[src/hw/mem_chk_pkg.sv]
`default_nettype none

package mem_chk_pkg;

  // User ports of the memory under check
  localparam int NUM_PORTS = 2;

  // One sticky flag per error class
  typedef struct packed {
    logic rw_conflict;
    logic addr_range;
    logic rd_missing;
    logic rd_data;
    logic map_data;
  } chk_err_t;

  // Lower value wins when several classes fire in the same cycle
  typedef enum logic [2:0] {
    ERR_NONE        = 3'd0,
    ERR_RW_CONFLICT = 3'd1,
    ERR_ADDR_RANGE  = 3'd2,
    ERR_RD_MISSING  = 3'd3,
    ERR_RD_DATA     = 3'd4,
    ERR_MAP_DATA    = 3'd5
  } err_code_e;

endpackage

`default_nettype wire

[src/hw/error_collector.sv]
`timescale 1ns/1ps
`default_nettype none

module error_collector
  import mem_chk_pkg::*;
(
  input  wire logic                 clk,
  input  wire logic                 rst,
  input  wire logic [NUM_PORTS-1:0] rw_err,
  input  wire logic [NUM_PORTS-1:0] range_err,
  input  wire logic [NUM_PORTS-1:0] missing_err,
  input  wire logic [NUM_PORTS-1:0] data_err,
  input  wire logic [NUM_PORTS-1:0] map_err,
  output chk_err_t                  err_status,
  output err_code_e                 first_err,
  output logic                      err_any
);

  chk_err_t  pulse;
  err_code_e pulse_code;

  assign pulse.rw_conflict = |rw_err;
  assign pulse.addr_range  = |range_err;
  assign pulse.rd_missing  = |missing_err;
  assign pulse.rd_data     = |data_err;
  assign pulse.map_data    = |map_err;

  // Simultaneous errors resolve to the lowest code
  always_comb begin
    pulse_code = ERR_NONE;
    if (pulse.rw_conflict) begin
      pulse_code = ERR_RW_CONFLICT;
    end else if (pulse.addr_range) begin
      pulse_code = ERR_ADDR_RANGE;
    end else if (pulse.rd_missing) begin
      pulse_code = ERR_RD_MISSING;
    end else if (pulse.rd_data) begin
      pulse_code = ERR_RD_DATA;
    end else if (pulse.map_data) begin
      pulse_code = ERR_MAP_DATA;
    end
  end

  always_ff @(posedge clk) begin
    if (rst) begin
      err_status <= '0;
      first_err  <= ERR_NONE;
    end else begin
      err_status <= err_status | pulse;
      if ((first_err == ERR_NONE) && (pulse_code != ERR_NONE)) begin
        first_err <= pulse_code;
      end
    end
  end

  assign err_any = |err_status;

endmodule

`default_nettype wire

[src/hw/map_table_checker.sv]
`timescale 1ns/1ps
`default_nettype none

module map_table_checker
  import mem_chk_pkg::*;
#(
  parameter int BITADDR    = 13,
  parameter int NUM_VBNK   = 8,
  parameter int BITVBNK    = 3,
  parameter int NUM_VROW   = 1024,
  parameter int BITVROW    = 10,
  parameter int SRAM_DELAY = 2
) (
  input  wire logic                                 clk,
  input  wire logic                                 rst,
  input  wire logic                                 map_write,
  input  wire logic [BITVROW-1:0]                   map_waddr,
  input  wire logic [BITVBNK:0]                     map_din,
  input  wire logic [NUM_PORTS-1:0]                 map_read,
  input  wire logic [NUM_PORTS*BITVROW-1:0]         map_raddr,
  input  wire logic [NUM_PORTS*(BITVBNK+1)-1:0]     map_dout,
  input  wire logic [BITADDR-1:0]                   select_addr,
  output logic      [NUM_PORTS-1:0]                 map_err
);

  localparam int ENTRY_W = BITVBNK + 1;

  typedef struct packed {
    logic               pend;
    logic [ENTRY_W-1:0] exp_entry;
  } map_track_t;

  logic [BITADDR-1:0]   row_full;
  logic [BITVROW-1:0]   watch_row;
  logic                 watch_ok;
  logic [ENTRY_W-1:0]   map_shadow;
  logic [NUM_PORTS-1:0] err_now;

  // Flat address splits into bank = addr mod NUM_VBNK, row = addr div NUM_VBNK
  assign row_full  = select_addr / BITADDR'(NUM_VBNK);
  assign watch_row = row_full[BITVROW-1:0];

  // A watch address past the last row has no map entry to follow
  assign watch_ok = (row_full < NUM_VROW);

  always_ff @(posedge clk) begin
    if (rst) begin
      map_shadow <= '0;
    end else if (watch_ok && map_write && (map_waddr == watch_row)) begin
      map_shadow <= map_din;
    end
  end

  for (genvar p = 0; p < NUM_PORTS; p++) begin : g_port
    logic [BITVROW-1:0] port_raddr;
    logic [ENTRY_W-1:0] port_dout;
    logic               rd_hit;
    map_track_t         pipe [SRAM_DELAY];

    assign port_raddr = map_raddr[p*BITVROW +: BITVROW];
    assign port_dout  = map_dout[p*ENTRY_W +: ENTRY_W];
    assign rd_hit     = watch_ok && map_read[p] && (port_raddr == watch_row);

    always_ff @(posedge clk) begin
      if (rst) begin
        for (int k = 0; k < SRAM_DELAY; k++) begin
          pipe[k] <= '0;
        end
      end else begin
        pipe[0] <= '{pend: rd_hit, exp_entry: map_shadow};
        for (int k = 1; k < SRAM_DELAY; k++) begin
          pipe[k] <= pipe[k-1];
        end
      end
    end

    // Valid bit and bank number must both match
    assign err_now[p] = pipe[SRAM_DELAY-1].pend &&
                        (port_dout != pipe[SRAM_DELAY-1].exp_entry);
  end

  always_ff @(posedge clk) begin
    if (rst) begin
      map_err <= '0;
    end else begin
      map_err <= err_now;
    end
  end

endmodule

`default_nettype wire

[src/hw/mem_checker_top.sv]
`timescale 1ns/1ps
`default_nettype none

module mem_checker_top
  import mem_chk_pkg::*;
#(
  parameter int WIDTH      = 32,
  parameter int BITWDTH    = 5,
  parameter int NUM_ADDR   = 8192,
  parameter int BITADDR    = 13,
  parameter int NUM_VBNK   = 8,
  parameter int BITVBNK    = 3,
  parameter int NUM_VROW   = 1024,
  parameter int BITVROW    = 10,
  parameter int READ_DELAY = 2,
  parameter int SRAM_DELAY = 2
) (
  input  wire logic                                 clk,
  input  wire logic                                 rst,
  input  wire logic [NUM_PORTS-1:0]                 read,
  input  wire logic [NUM_PORTS-1:0]                 write,
  input  wire logic [NUM_PORTS*BITADDR-1:0]         addr,
  input  wire logic [NUM_PORTS*WIDTH-1:0]           din,
  input  wire logic [NUM_PORTS-1:0]                 rd_vld,
  input  wire logic [NUM_PORTS*WIDTH-1:0]           rd_dout,
  input  wire logic                                 map_write,
  input  wire logic [BITVROW-1:0]                   map_waddr,
  input  wire logic [BITVBNK:0]                     map_din,
  input  wire logic [NUM_PORTS-1:0]                 map_read,
  input  wire logic [NUM_PORTS*BITVROW-1:0]         map_raddr,
  input  wire logic [NUM_PORTS*(BITVBNK+1)-1:0]     map_dout,
  input  wire logic [BITADDR-1:0]                   select_addr,
  input  wire logic [BITWDTH-1:0]                   select_bit,
  output chk_err_t                                  err_status,
  output err_code_e                                 first_err,
  output logic                                      err_any
);

  logic [NUM_PORTS-1:0] rw_err;
  logic [NUM_PORTS-1:0] range_err;
  logic [NUM_PORTS-1:0] missing_err;
  logic [NUM_PORTS-1:0] data_err;
  logic [NUM_PORTS-1:0] map_err;

  port_protocol_checker #(
    .NUM_ADDR (NUM_ADDR),
    .BITADDR  (BITADDR)
  ) u_port_chk (
    .clk       (clk),
    .rst       (rst),
    .read      (read),
    .write     (write),
    .addr      (addr),
    .rw_err    (rw_err),
    .range_err (range_err)
  );

  read_data_checker #(
    .WIDTH      (WIDTH),
    .BITWDTH    (BITWDTH),
    .BITADDR    (BITADDR),
    .READ_DELAY (READ_DELAY)
  ) u_read_chk (
    .clk         (clk),
    .rst         (rst),
    .read        (read),
    .write       (write),
    .addr        (addr),
    .din         (din),
    .rd_vld      (rd_vld),
    .rd_dout     (rd_dout),
    .select_addr (select_addr),
    .select_bit  (select_bit),
    .missing_err (missing_err),
    .data_err    (data_err)
  );

  map_table_checker #(
    .BITADDR    (BITADDR),
    .NUM_VBNK   (NUM_VBNK),
    .BITVBNK    (BITVBNK),
    .NUM_VROW   (NUM_VROW),
    .BITVROW    (BITVROW),
    .SRAM_DELAY (SRAM_DELAY)
  ) u_map_chk (
    .clk         (clk),
    .rst         (rst),
    .map_write   (map_write),
    .map_waddr   (map_waddr),
    .map_din     (map_din),
    .map_read    (map_read),
    .map_raddr   (map_raddr),
    .map_dout    (map_dout),
    .select_addr (select_addr),
    .map_err     (map_err)
  );

  error_collector u_err_col (
    .clk         (clk),
    .rst         (rst),
    .rw_err      (rw_err),
    .range_err   (range_err),
    .missing_err (missing_err),
    .data_err    (data_err),
    .map_err     (map_err),
    .err_status  (err_status),
    .first_err   (first_err),
    .err_any     (err_any)
  );

endmodule

`default_nettype wire

[src/hw/port_protocol_checker.sv]
`timescale 1ns/1ps
`default_nettype none

module port_protocol_checker
  import mem_chk_pkg::*;
#(
  parameter int NUM_ADDR = 8192,
  parameter int BITADDR  = 13
) (
  input  wire logic                           clk,
  input  wire logic                           rst,
  input  wire logic [NUM_PORTS-1:0]           read,
  input  wire logic [NUM_PORTS-1:0]           write,
  input  wire logic [NUM_PORTS*BITADDR-1:0]   addr,
  output logic      [NUM_PORTS-1:0]           rw_err,
  output logic      [NUM_PORTS-1:0]           range_err
);

  logic [NUM_PORTS-1:0] rw_now;
  logic [NUM_PORTS-1:0] range_now;

  for (genvar p = 0; p < NUM_PORTS; p++) begin : g_port
    logic [BITADDR-1:0] port_addr;

    assign port_addr = addr[p*BITADDR +: BITADDR];

    // A single port may either read or write in one cycle, never both
    assign rw_now[p] = read[p] && write[p];

    // Only active accesses carry a meaningful address
    assign range_now[p] = (read[p] || write[p]) && (port_addr >= NUM_ADDR);
  end

  always_ff @(posedge clk) begin
    if (rst) begin
      rw_err    <= '0;
      range_err <= '0;
    end else begin
      rw_err    <= rw_now;
      range_err <= range_now;
    end
  end

endmodule

`default_nettype wire

[src/hw/read_data_checker.sv]
`timescale 1ns/1ps
`default_nettype none

module read_data_checker
  import mem_chk_pkg::*;
#(
  parameter int WIDTH      = 32,
  parameter int BITWDTH    = 5,
  parameter int BITADDR    = 13,
  parameter int READ_DELAY = 2
) (
  input  wire logic                           clk,
  input  wire logic                           rst,
  input  wire logic [NUM_PORTS-1:0]           read,
  input  wire logic [NUM_PORTS-1:0]           write,
  input  wire logic [NUM_PORTS*BITADDR-1:0]   addr,
  input  wire logic [NUM_PORTS*WIDTH-1:0]     din,
  input  wire logic [NUM_PORTS-1:0]           rd_vld,
  input  wire logic [NUM_PORTS*WIDTH-1:0]     rd_dout,
  input  wire logic [BITADDR-1:0]             select_addr,
  input  wire logic [BITWDTH-1:0]             select_bit,
  output logic      [NUM_PORTS-1:0]           missing_err,
  output logic      [NUM_PORTS-1:0]           data_err
);

  // State of one outstanding read of the watched address
  typedef struct packed {
    logic pend;
    logic exp_bit;
    logic exp_vld;
  } rd_track_t;

  logic [NUM_PORTS-1:0] wr_hit;
  logic [NUM_PORTS-1:0] rd_hit;
  logic [NUM_PORTS-1:0] wr_bit;
  logic [NUM_PORTS-1:0] missing_now;
  logic [NUM_PORTS-1:0] data_now;

  logic shadow_bit;
  logic shadow_vld;
  logic shadow_nxt;
  logic shadow_upd;

  for (genvar p = 0; p < NUM_PORTS; p++) begin : g_port
    logic [BITADDR-1:0] port_addr;
    logic [WIDTH-1:0]   port_din;
    logic [WIDTH-1:0]   port_dout;
    rd_track_t          pipe [READ_DELAY];

    assign port_addr = addr[p*BITADDR +: BITADDR];
    assign port_din  = din[p*WIDTH +: WIDTH];
    assign port_dout = rd_dout[p*WIDTH +: WIDTH];

    assign wr_hit[p] = write[p] && (port_addr == select_addr);
    assign rd_hit[p] = read[p] && (port_addr == select_addr);
    assign wr_bit[p] = port_din[select_bit];

    // The shadow is sampled before this edge's write lands, so a read
    // alongside a write of the same address expects the old bit
    always_ff @(posedge clk) begin
      if (rst) begin
        for (int k = 0; k < READ_DELAY; k++) begin
          pipe[k] <= '0;
        end
      end else begin
        pipe[0] <= '{pend: rd_hit[p], exp_bit: shadow_bit, exp_vld: shadow_vld};
        for (int k = 1; k < READ_DELAY; k++) begin
          pipe[k] <= pipe[k-1];
        end
      end
    end

    assign missing_now[p] = pipe[READ_DELAY-1].pend && !rd_vld[p];
    assign data_now[p]    = pipe[READ_DELAY-1].pend && rd_vld[p] &&
                            pipe[READ_DELAY-1].exp_vld &&
                            (port_dout[select_bit] != pipe[READ_DELAY-1].exp_bit);
  end

  // Higher port index overrides, so port 1 wins a double write
  always_comb begin
    shadow_nxt = shadow_bit;
    shadow_upd = 1'b0;
    for (int p = 0; p < NUM_PORTS; p++) begin
      if (wr_hit[p]) begin
        shadow_nxt = wr_bit[p];
        shadow_upd = 1'b1;
      end
    end
  end

  always_ff @(posedge clk) begin
    if (rst) begin
      shadow_vld <= 1'b0;
    end else if (shadow_upd) begin
      shadow_vld <= 1'b1;
    end
  end

  always_ff @(posedge clk) begin
    shadow_bit <= shadow_nxt;
  end

  always_ff @(posedge clk) begin
    if (rst) begin
      missing_err <= '0;
      data_err    <= '0;
    end else begin
      missing_err <= missing_now;
      data_err    <= data_now;
    end
  end

endmodule

`default_nettype wire

[config.mk]
export PLATFORM = sky130hd
export DESIGN_NAME = mem_checker_top
export DESIGN_NICKNAME = d
export VERILOG_FILES = /design/src/hw/mem_chk_pkg.sv /design/src/hw/error_collector.sv /design/src/hw/map_table_checker.sv /design/src/hw/mem_checker_top.sv /design/src/hw/port_protocol_checker.sv /design/src/hw/read_data_checker.sv
export SDC_FILE = /design/constraint.sdc
export NUM_CORES = 1
export LEC_CHECK = 0
export ABC_AREA = 0
export CORE_AREA = 2 2 90 92
export CTS_BUF_LIST = sky130_fd_sc_hd__clkbuf_4 sky130_fd_sc_hd__clkbuf_8 sky130_fd_sc_hd__clkbuf_16
export CTS_CLUSTER_SIZE = 16
export DETAILED_ROUTE_END_ITERATION = 12
export DIE_AREA = 0 0 92 94
export DONT_BUFFER_PORTS = 1
export GPL_TIMING_DRIVEN = 0
export SKIP_CTS_REPAIR_TIMING = 1
export SYNTH_ARGS = -nofsm -noshare
export SYNTH_HDL_FRONTEND = slang
export SYNTH_SLANG_ARGS = --single-unit
[constraint.sdc]
create_clock -name clk -period 4 [get_ports clk]
set_input_delay 0.2 -clock clk [delete_from_list [all_inputs] [get_ports clk]]
set_output_delay 0.2 -clock clk [all_outputs]
set_load 0.05 [all_outputs]
# Yosys cells after proc, flatten, opt, wreduce, memory -nomap -nowiden
# Memory sizes are Yosys's and may differ from the RTL's.
# Cells that the tools add are included.
# W data, S select, Z words.
dict set report totals {
  register_bits 22
  ram_bits 32
  inputBits 225
  out_inout_bits 9
  wordCells 97
  mem_count 4
}
# memory depth width read_ports rd_clocked_by_memory_dff wr line_no
set mem_list {}
lappend mem_list {{u_map_chk.g_port[0].pipe} 2 5 2 0 2 map_table_checker.sv:58} ;# map_track_t pipe [SRAM_DELAY];
lappend mem_list {{u_map_chk.g_port[1].pipe} 2 5 2 0 2 map_table_checker.sv:58}
lappend mem_list {{u_read_chk.g_port[0].pipe} 2 3 2 0 2 read_data_checker.sv:48} ;# rd_track_t pipe [READ_DELAY];
lappend mem_list {{u_read_chk.g_port[1].pipe} 2 3 2 0 2 read_data_checker.sv:48}
dict set report op_classes {
  order_cmp 2
  n_eq_ne 9
  n_mux 27
  bitwise 9
  reduce_logical 33
}
# op count
set ops {}
lappend ops {{$eq A10 B10 Y1} 3}
lappend ops {{$eq A13 B13 Y1} 2}
lappend ops {{$mux W3} 8}
lappend ops {{$logic_and A1 B1 Y1} 23}
lappend ops {{$bmux W1 S5} 4}
lappend ops {{$mux W5} 4}
lappend ops {{$lt A10 B11 Y1 const B} 1}
lappend ops {{$mux W1} 11}
lappend ops {{$ne A4 B4 Y1} 2}
lappend ops {{$or A1 B1 Y1} 8}
lappend ops {{$reduce_or A2 Y1} 4}
lappend ops {{$lt A5 B6 Y1 const B} 1}
lappend ops {{$or A5 B5 Y5} 1}
lappend ops {{$reduce_or A5 Y1} 1}
lappend ops {{$logic_not A3 Y1} 1}
lappend ops {{$reduce_bool A3 Y1} 1}
lappend ops {{$logic_not A1 Y1} 2}
lappend ops {{$ne A1 B1 Y1} 2}
lappend ops {{$reduce_bool A2 Y1} 1}

# Logic depth before layout (Yosys ltp)
dict set report logic_depth {
  word_depth 7
  ltp_mapped 8
  ltp_nobuf 5
}

# Modules after synthesis
# A second synthesis with hierarchy kept.
dict set report hier_totals {
  hier_cells 327
  hier_area_um2 3355.7
}
# mod instances cells_each area_each_um2 seq_area_each_um2
set by_module_without_submodules {}
lappend by_module_without_submodules {read_data_checker 1 191 2020.7 290.3}
lappend by_module_without_submodules {map_table_checker 1 91 943.4 360.3}
lappend by_module_without_submodules {error_collector 1 38 315.3 160.2}
lappend by_module_without_submodules {port_protocol_checker 1 7 76.3 40.0}

# Worst setup path after synthesis
# Ideal clock, no wire load.
dict set report synth_timing {
  path_type {input to register}
  startpoint {input port select_bit[1]}
  endpoint {register u_read_chk.shadow_bit, data pin}
  setup_time_ns 0.261
  t_arrival_ns 1.486
  t_required_ns 3.739
  setup_slack_ns 2.254
  path_stages 5
  n_path_buf 1
  path_cell_list {buf_6 mux4_1 mux4_2 mux2i_1 mux2i_1}
}
dict set report synth_between {
  elab_chain_len 4
  elab_cells_between_ends 6
  cone_classes {6 x mux}
}
# item line_no
set synth_lines {}
lappend synth_lines {{start: declaration} mem_checker_top.sv:33} ;# input wire logic [BITWDTH-1:0] select_bit,
lappend synth_lines {{$bmux W1 S5} read_data_checker.sv:56} ;# assign wr_bit[p] = port_din[select_bit];
lappend synth_lines {{$mux W1 (not written as such)} read_data_checker.sv:56}
lappend synth_lines {{$mux W1} read_data_checker.sv:84} ;# if (wr_hit[p]) begin
lappend synth_lines {{$mux W1 (*)} read_data_checker.sv:84}
lappend synth_lines {{net u_read_chk.shadow_nxt} read_data_checker.sv:41} ;# logic shadow_nxt;
lappend synth_lines {{end signal: assignment} read_data_checker.sv:100} ;# shadow_bit <= shadow_nxt;
lappend synth_lines {{end: declaration} read_data_checker.sv:39} ;# logic shadow_bit;
# The timed path passes the listed nets; every way through them passes the cells marked *. The select of a mux whose other input is x is not followed.
# A chain may end at the register's enable or synchronous reset.

# Worst setup path in the final report
dict set report layout_timing {
  startpoint {register u_err_col.err_status[1] (netlist name)}
  endpoint {output port err_any}
}
dict set report layout_between {
  elab_chain_len 1
}
# item line_no
set layout_lines {}
lappend layout_lines {{$reduce_or A5 Y1} error_collector.sv:56} ;# assign err_any = |err_status;
lappend layout_lines {{end: declaration} mem_checker_top.sv:36} ;# output logic err_any
# No other way between the ends.

==> results.txt <==
status = finished clean
worst-path fanout max = 3
via count = 2,428
Post-Syn Instances = 296
Post-synth EDFFs = 1
clock root buffer master = clkbuf_8
buffers added on ports = 0
Fmax = 546.4 MHz
critical path, cell by cell = or4_1
H-tree depth = 2
Pre-antenna DRT Iters = 5
First DRT Iteration DRCs = 167
Synthesis Warnings = 0
DR vias/cell = 5.908
RSZ-0062 raised after global routing = no
vias in the first global route = 2,300
die width = 92 um
endpoints failing hold = 0
Setup TNS = 0 ns
Power Density = 270.9 nW/um^2
Top FF cell, synth = dfxtp_1
Leak Pwr = 1.222 nW
I/O pin count = 234
slowest CP cell = or4_1
share of the synthesized area in the top cell type = 0.2530
Die Ht = 94 um
Max Slew Vio Count = 0
antenna-violating nets left = 0
Peak VDD IR = 0.00009437 V
crit start category = flip-flop
HPWL after DPL = 7820 um
Final Cycle Share = 0.4575
placer's final routability congestion estimate = 0.8256
design area = 3418 um^2
clk slew on worst S/H paths = 0.07 ns
area of the core = 7607 um^2
post-layout min period = 1.830 ns
Layout Area Growth over Synthesis = 7.984%
FF+latch count, synth = 41
Slew @ Worst Pin = 0.8163 ns
Synth area leader = dfxtp_1
grt ovf = 0
layout cells sized above 1 = 0.1830
drt total wl = 8917 um
syn nets = 521
antenna violations before repair = 1
max-cap viol count = 0
post-placement cell area = 3293 um^2
Final #Nets = 530
Die Footprint = 8648 um^2
worst hold path class = primary input to flip-flop
total track usage = 0.1912
post-synthesis sequential area ratio = 0.2625
Async SR Flop Fraction = 0
Avg Inst Size Synth = 10.69 um^2
CP endpoint kind = output pin
Required @ worst endpoint = 3.80 ns
Initial Utilization = 0.4161
Clock Path Buffers = 2
row cnt = 32
crit path kind = flip-flop to output pin
Slew headroom = 0.4516
fillcell total = 747
distinct cell type count after synthesis = 33
Post-Synthesis Cell Area = 3166 um^2
worst path arrival time = 1.63 ns
clk_lat worst skew = 0.29 ns
largest net degree at the start of global routing = 13
wire per inst = 21.70 um
final setup skew = 0.002499 ns
first-pass GRT wire length = 12,430 um
CTS tree = yes
Area contributors post-synth = dfxtp_1 25%, mux4_2 21%, xnor2_1 9.7%, xor2_1 8.6%, mux4_1 4.2%
clock sinks = 41
Crit path largest cell delay = 0.85 ns
CP Buf/Inv Count = 0
DRC viols = 0
setup violators final = 0
CP top delay family = simple AND/OR/NAND/NOR gates
CTS Buf Count = 5
## flip-flops by register name, indices dropped and copies added, names as in the netlist
signal and count:
u_map_chk.map_shadow 4, u_read_chk.shadow_vld 1, u_map_chk.g_port.pipe 12, u_read_chk.missing_err 2, u_read_chk.data_err 2, u_map_chk.map_err 2
u_err_col.first_err 3, u_read_chk.shadow_bit 1, u_read_chk.g_port.pipe 8, u_err_col.err_status 4, u_port_chk.rw_err 2
## cells in the mapped netlist (all sizes together), types with 2 or more instances
cell type / count
dfxtp: 40
xnor2: 35
mux4: 34
xor2: 31
nor2: 20
buf: 18
nor2b: 18
mux2i: 13
nand4: 10
nor3b: 10
a22oi: 9
clkbuf: 9
nor3: 8
nor4: 7
and3b: 6
nand3: 6
a21oi: 3
a31oi: 2
and4b: 2
inv: 2
mux2: 2
nand2: 2
o21ai: 2
o31ai: 2
## cell families after synthesis
| family | Yosys count | share of synthesized area |
|---|---|---|
| AND/OR/NAND/NOR | 91 | 0.1684 |
| XOR/XNOR | 66 | 0.1826 |
| multiplexers | 49 | 0.2960 |
| flip-flops | 41 | 0.2625 |
| buffers and inverters | 29 | 0.04861 |
| AO/OA/AOI/OAI | 19 | 0.04071 |
| other | 1 | 0.001185 |
## report_power, final
group / leakage [nW] / switching, mW / total, mW / internal (mW)
sequential: 0.332 / 0.00772 / 0.421 / 0.413
combinational: 0.838 / 0.0976 / 0.222 / 0.124
clock: 0.0524 / 0.129 / 0.283 / 0.154
## placed cells by master (no fill, tap or decap), drive strengths merged, types with 7 or more instances in the layout
cell type and count:
xnor2 35, nor2b 18, nor3 8, nand4 10, xor2 31, nor4 7, clkbuf 17, nor3b 10
dfxtp 40, mux4 34, nor2 20, mux2i 13, a22oi 9, buf 18
## final cells by class
cell class | instances | area [um^2] | area share
inverters | 2 | 7.507 | 0.002196
well taps | 102 | 127.6 | 0.03734
multi-input cells | 226 | 2181 | 0.6380
flip-flops and latches | 41 | 830.8 | 0.2430
plain buffers | 27 | 146.4 | 0.04283
clock buffers | 8 | 97.59 | 0.02855
repair buffers | 2 | 20.02 | 0.005857
diodes | 3 | 7.507 | 0.002196
## per-stage QoR
stage	utilization	hold WS (ns)	total power, mW	cells	setup WS [ns]
after global placement	0.4329	0.2797	0.6487	398	2.055
after detailed placement	0.4329	0.2799	0.6511	398	2.005
final	0.4493	0.05281	0.9260	411	2.170
after floorplan	-	0.2761	0.6169	296	2.254
after global routing	0.4487	0.04901	0.9695	409	2.133
after CTS	0.4457	-0.03457	0.9362	406	2.156
## layer usage
layer	vias to the layer above	global-route usage	part of all wire
met3	4	0.03451	0.077
met1	1175	0.2810	0.42
met2	135	0.2935	0.50
li1	1114	-	-
met4	0	0.04478	0.0024
met5	-	0	0
## worst paths after layout
check                                            start  depth (start not counted)                                         to  slack (ns)
max                 u_err_col.err_status[1]$_SDFF_PP0_                          1                                    err_any        2.17
min                                          rd_vld[0]                          2          u_read_chk.data_err[0]$_SDFF_PP0_        0.05
max reg2reg        u_err_col.first_err[2]$_SDFFE_PP0P_                          4        u_err_col.first_err[2]$_SDFFE_PP0P_        2.67
min reg2reg  u_map_chk.g_port[0].pipe[0][0]$_SDFF_PP0_                          1  u_map_chk.g_port[0].pipe[0][5]$_SDFF_PP0_        0.44
Note: power is estimated with default switching activity, not from simulation.
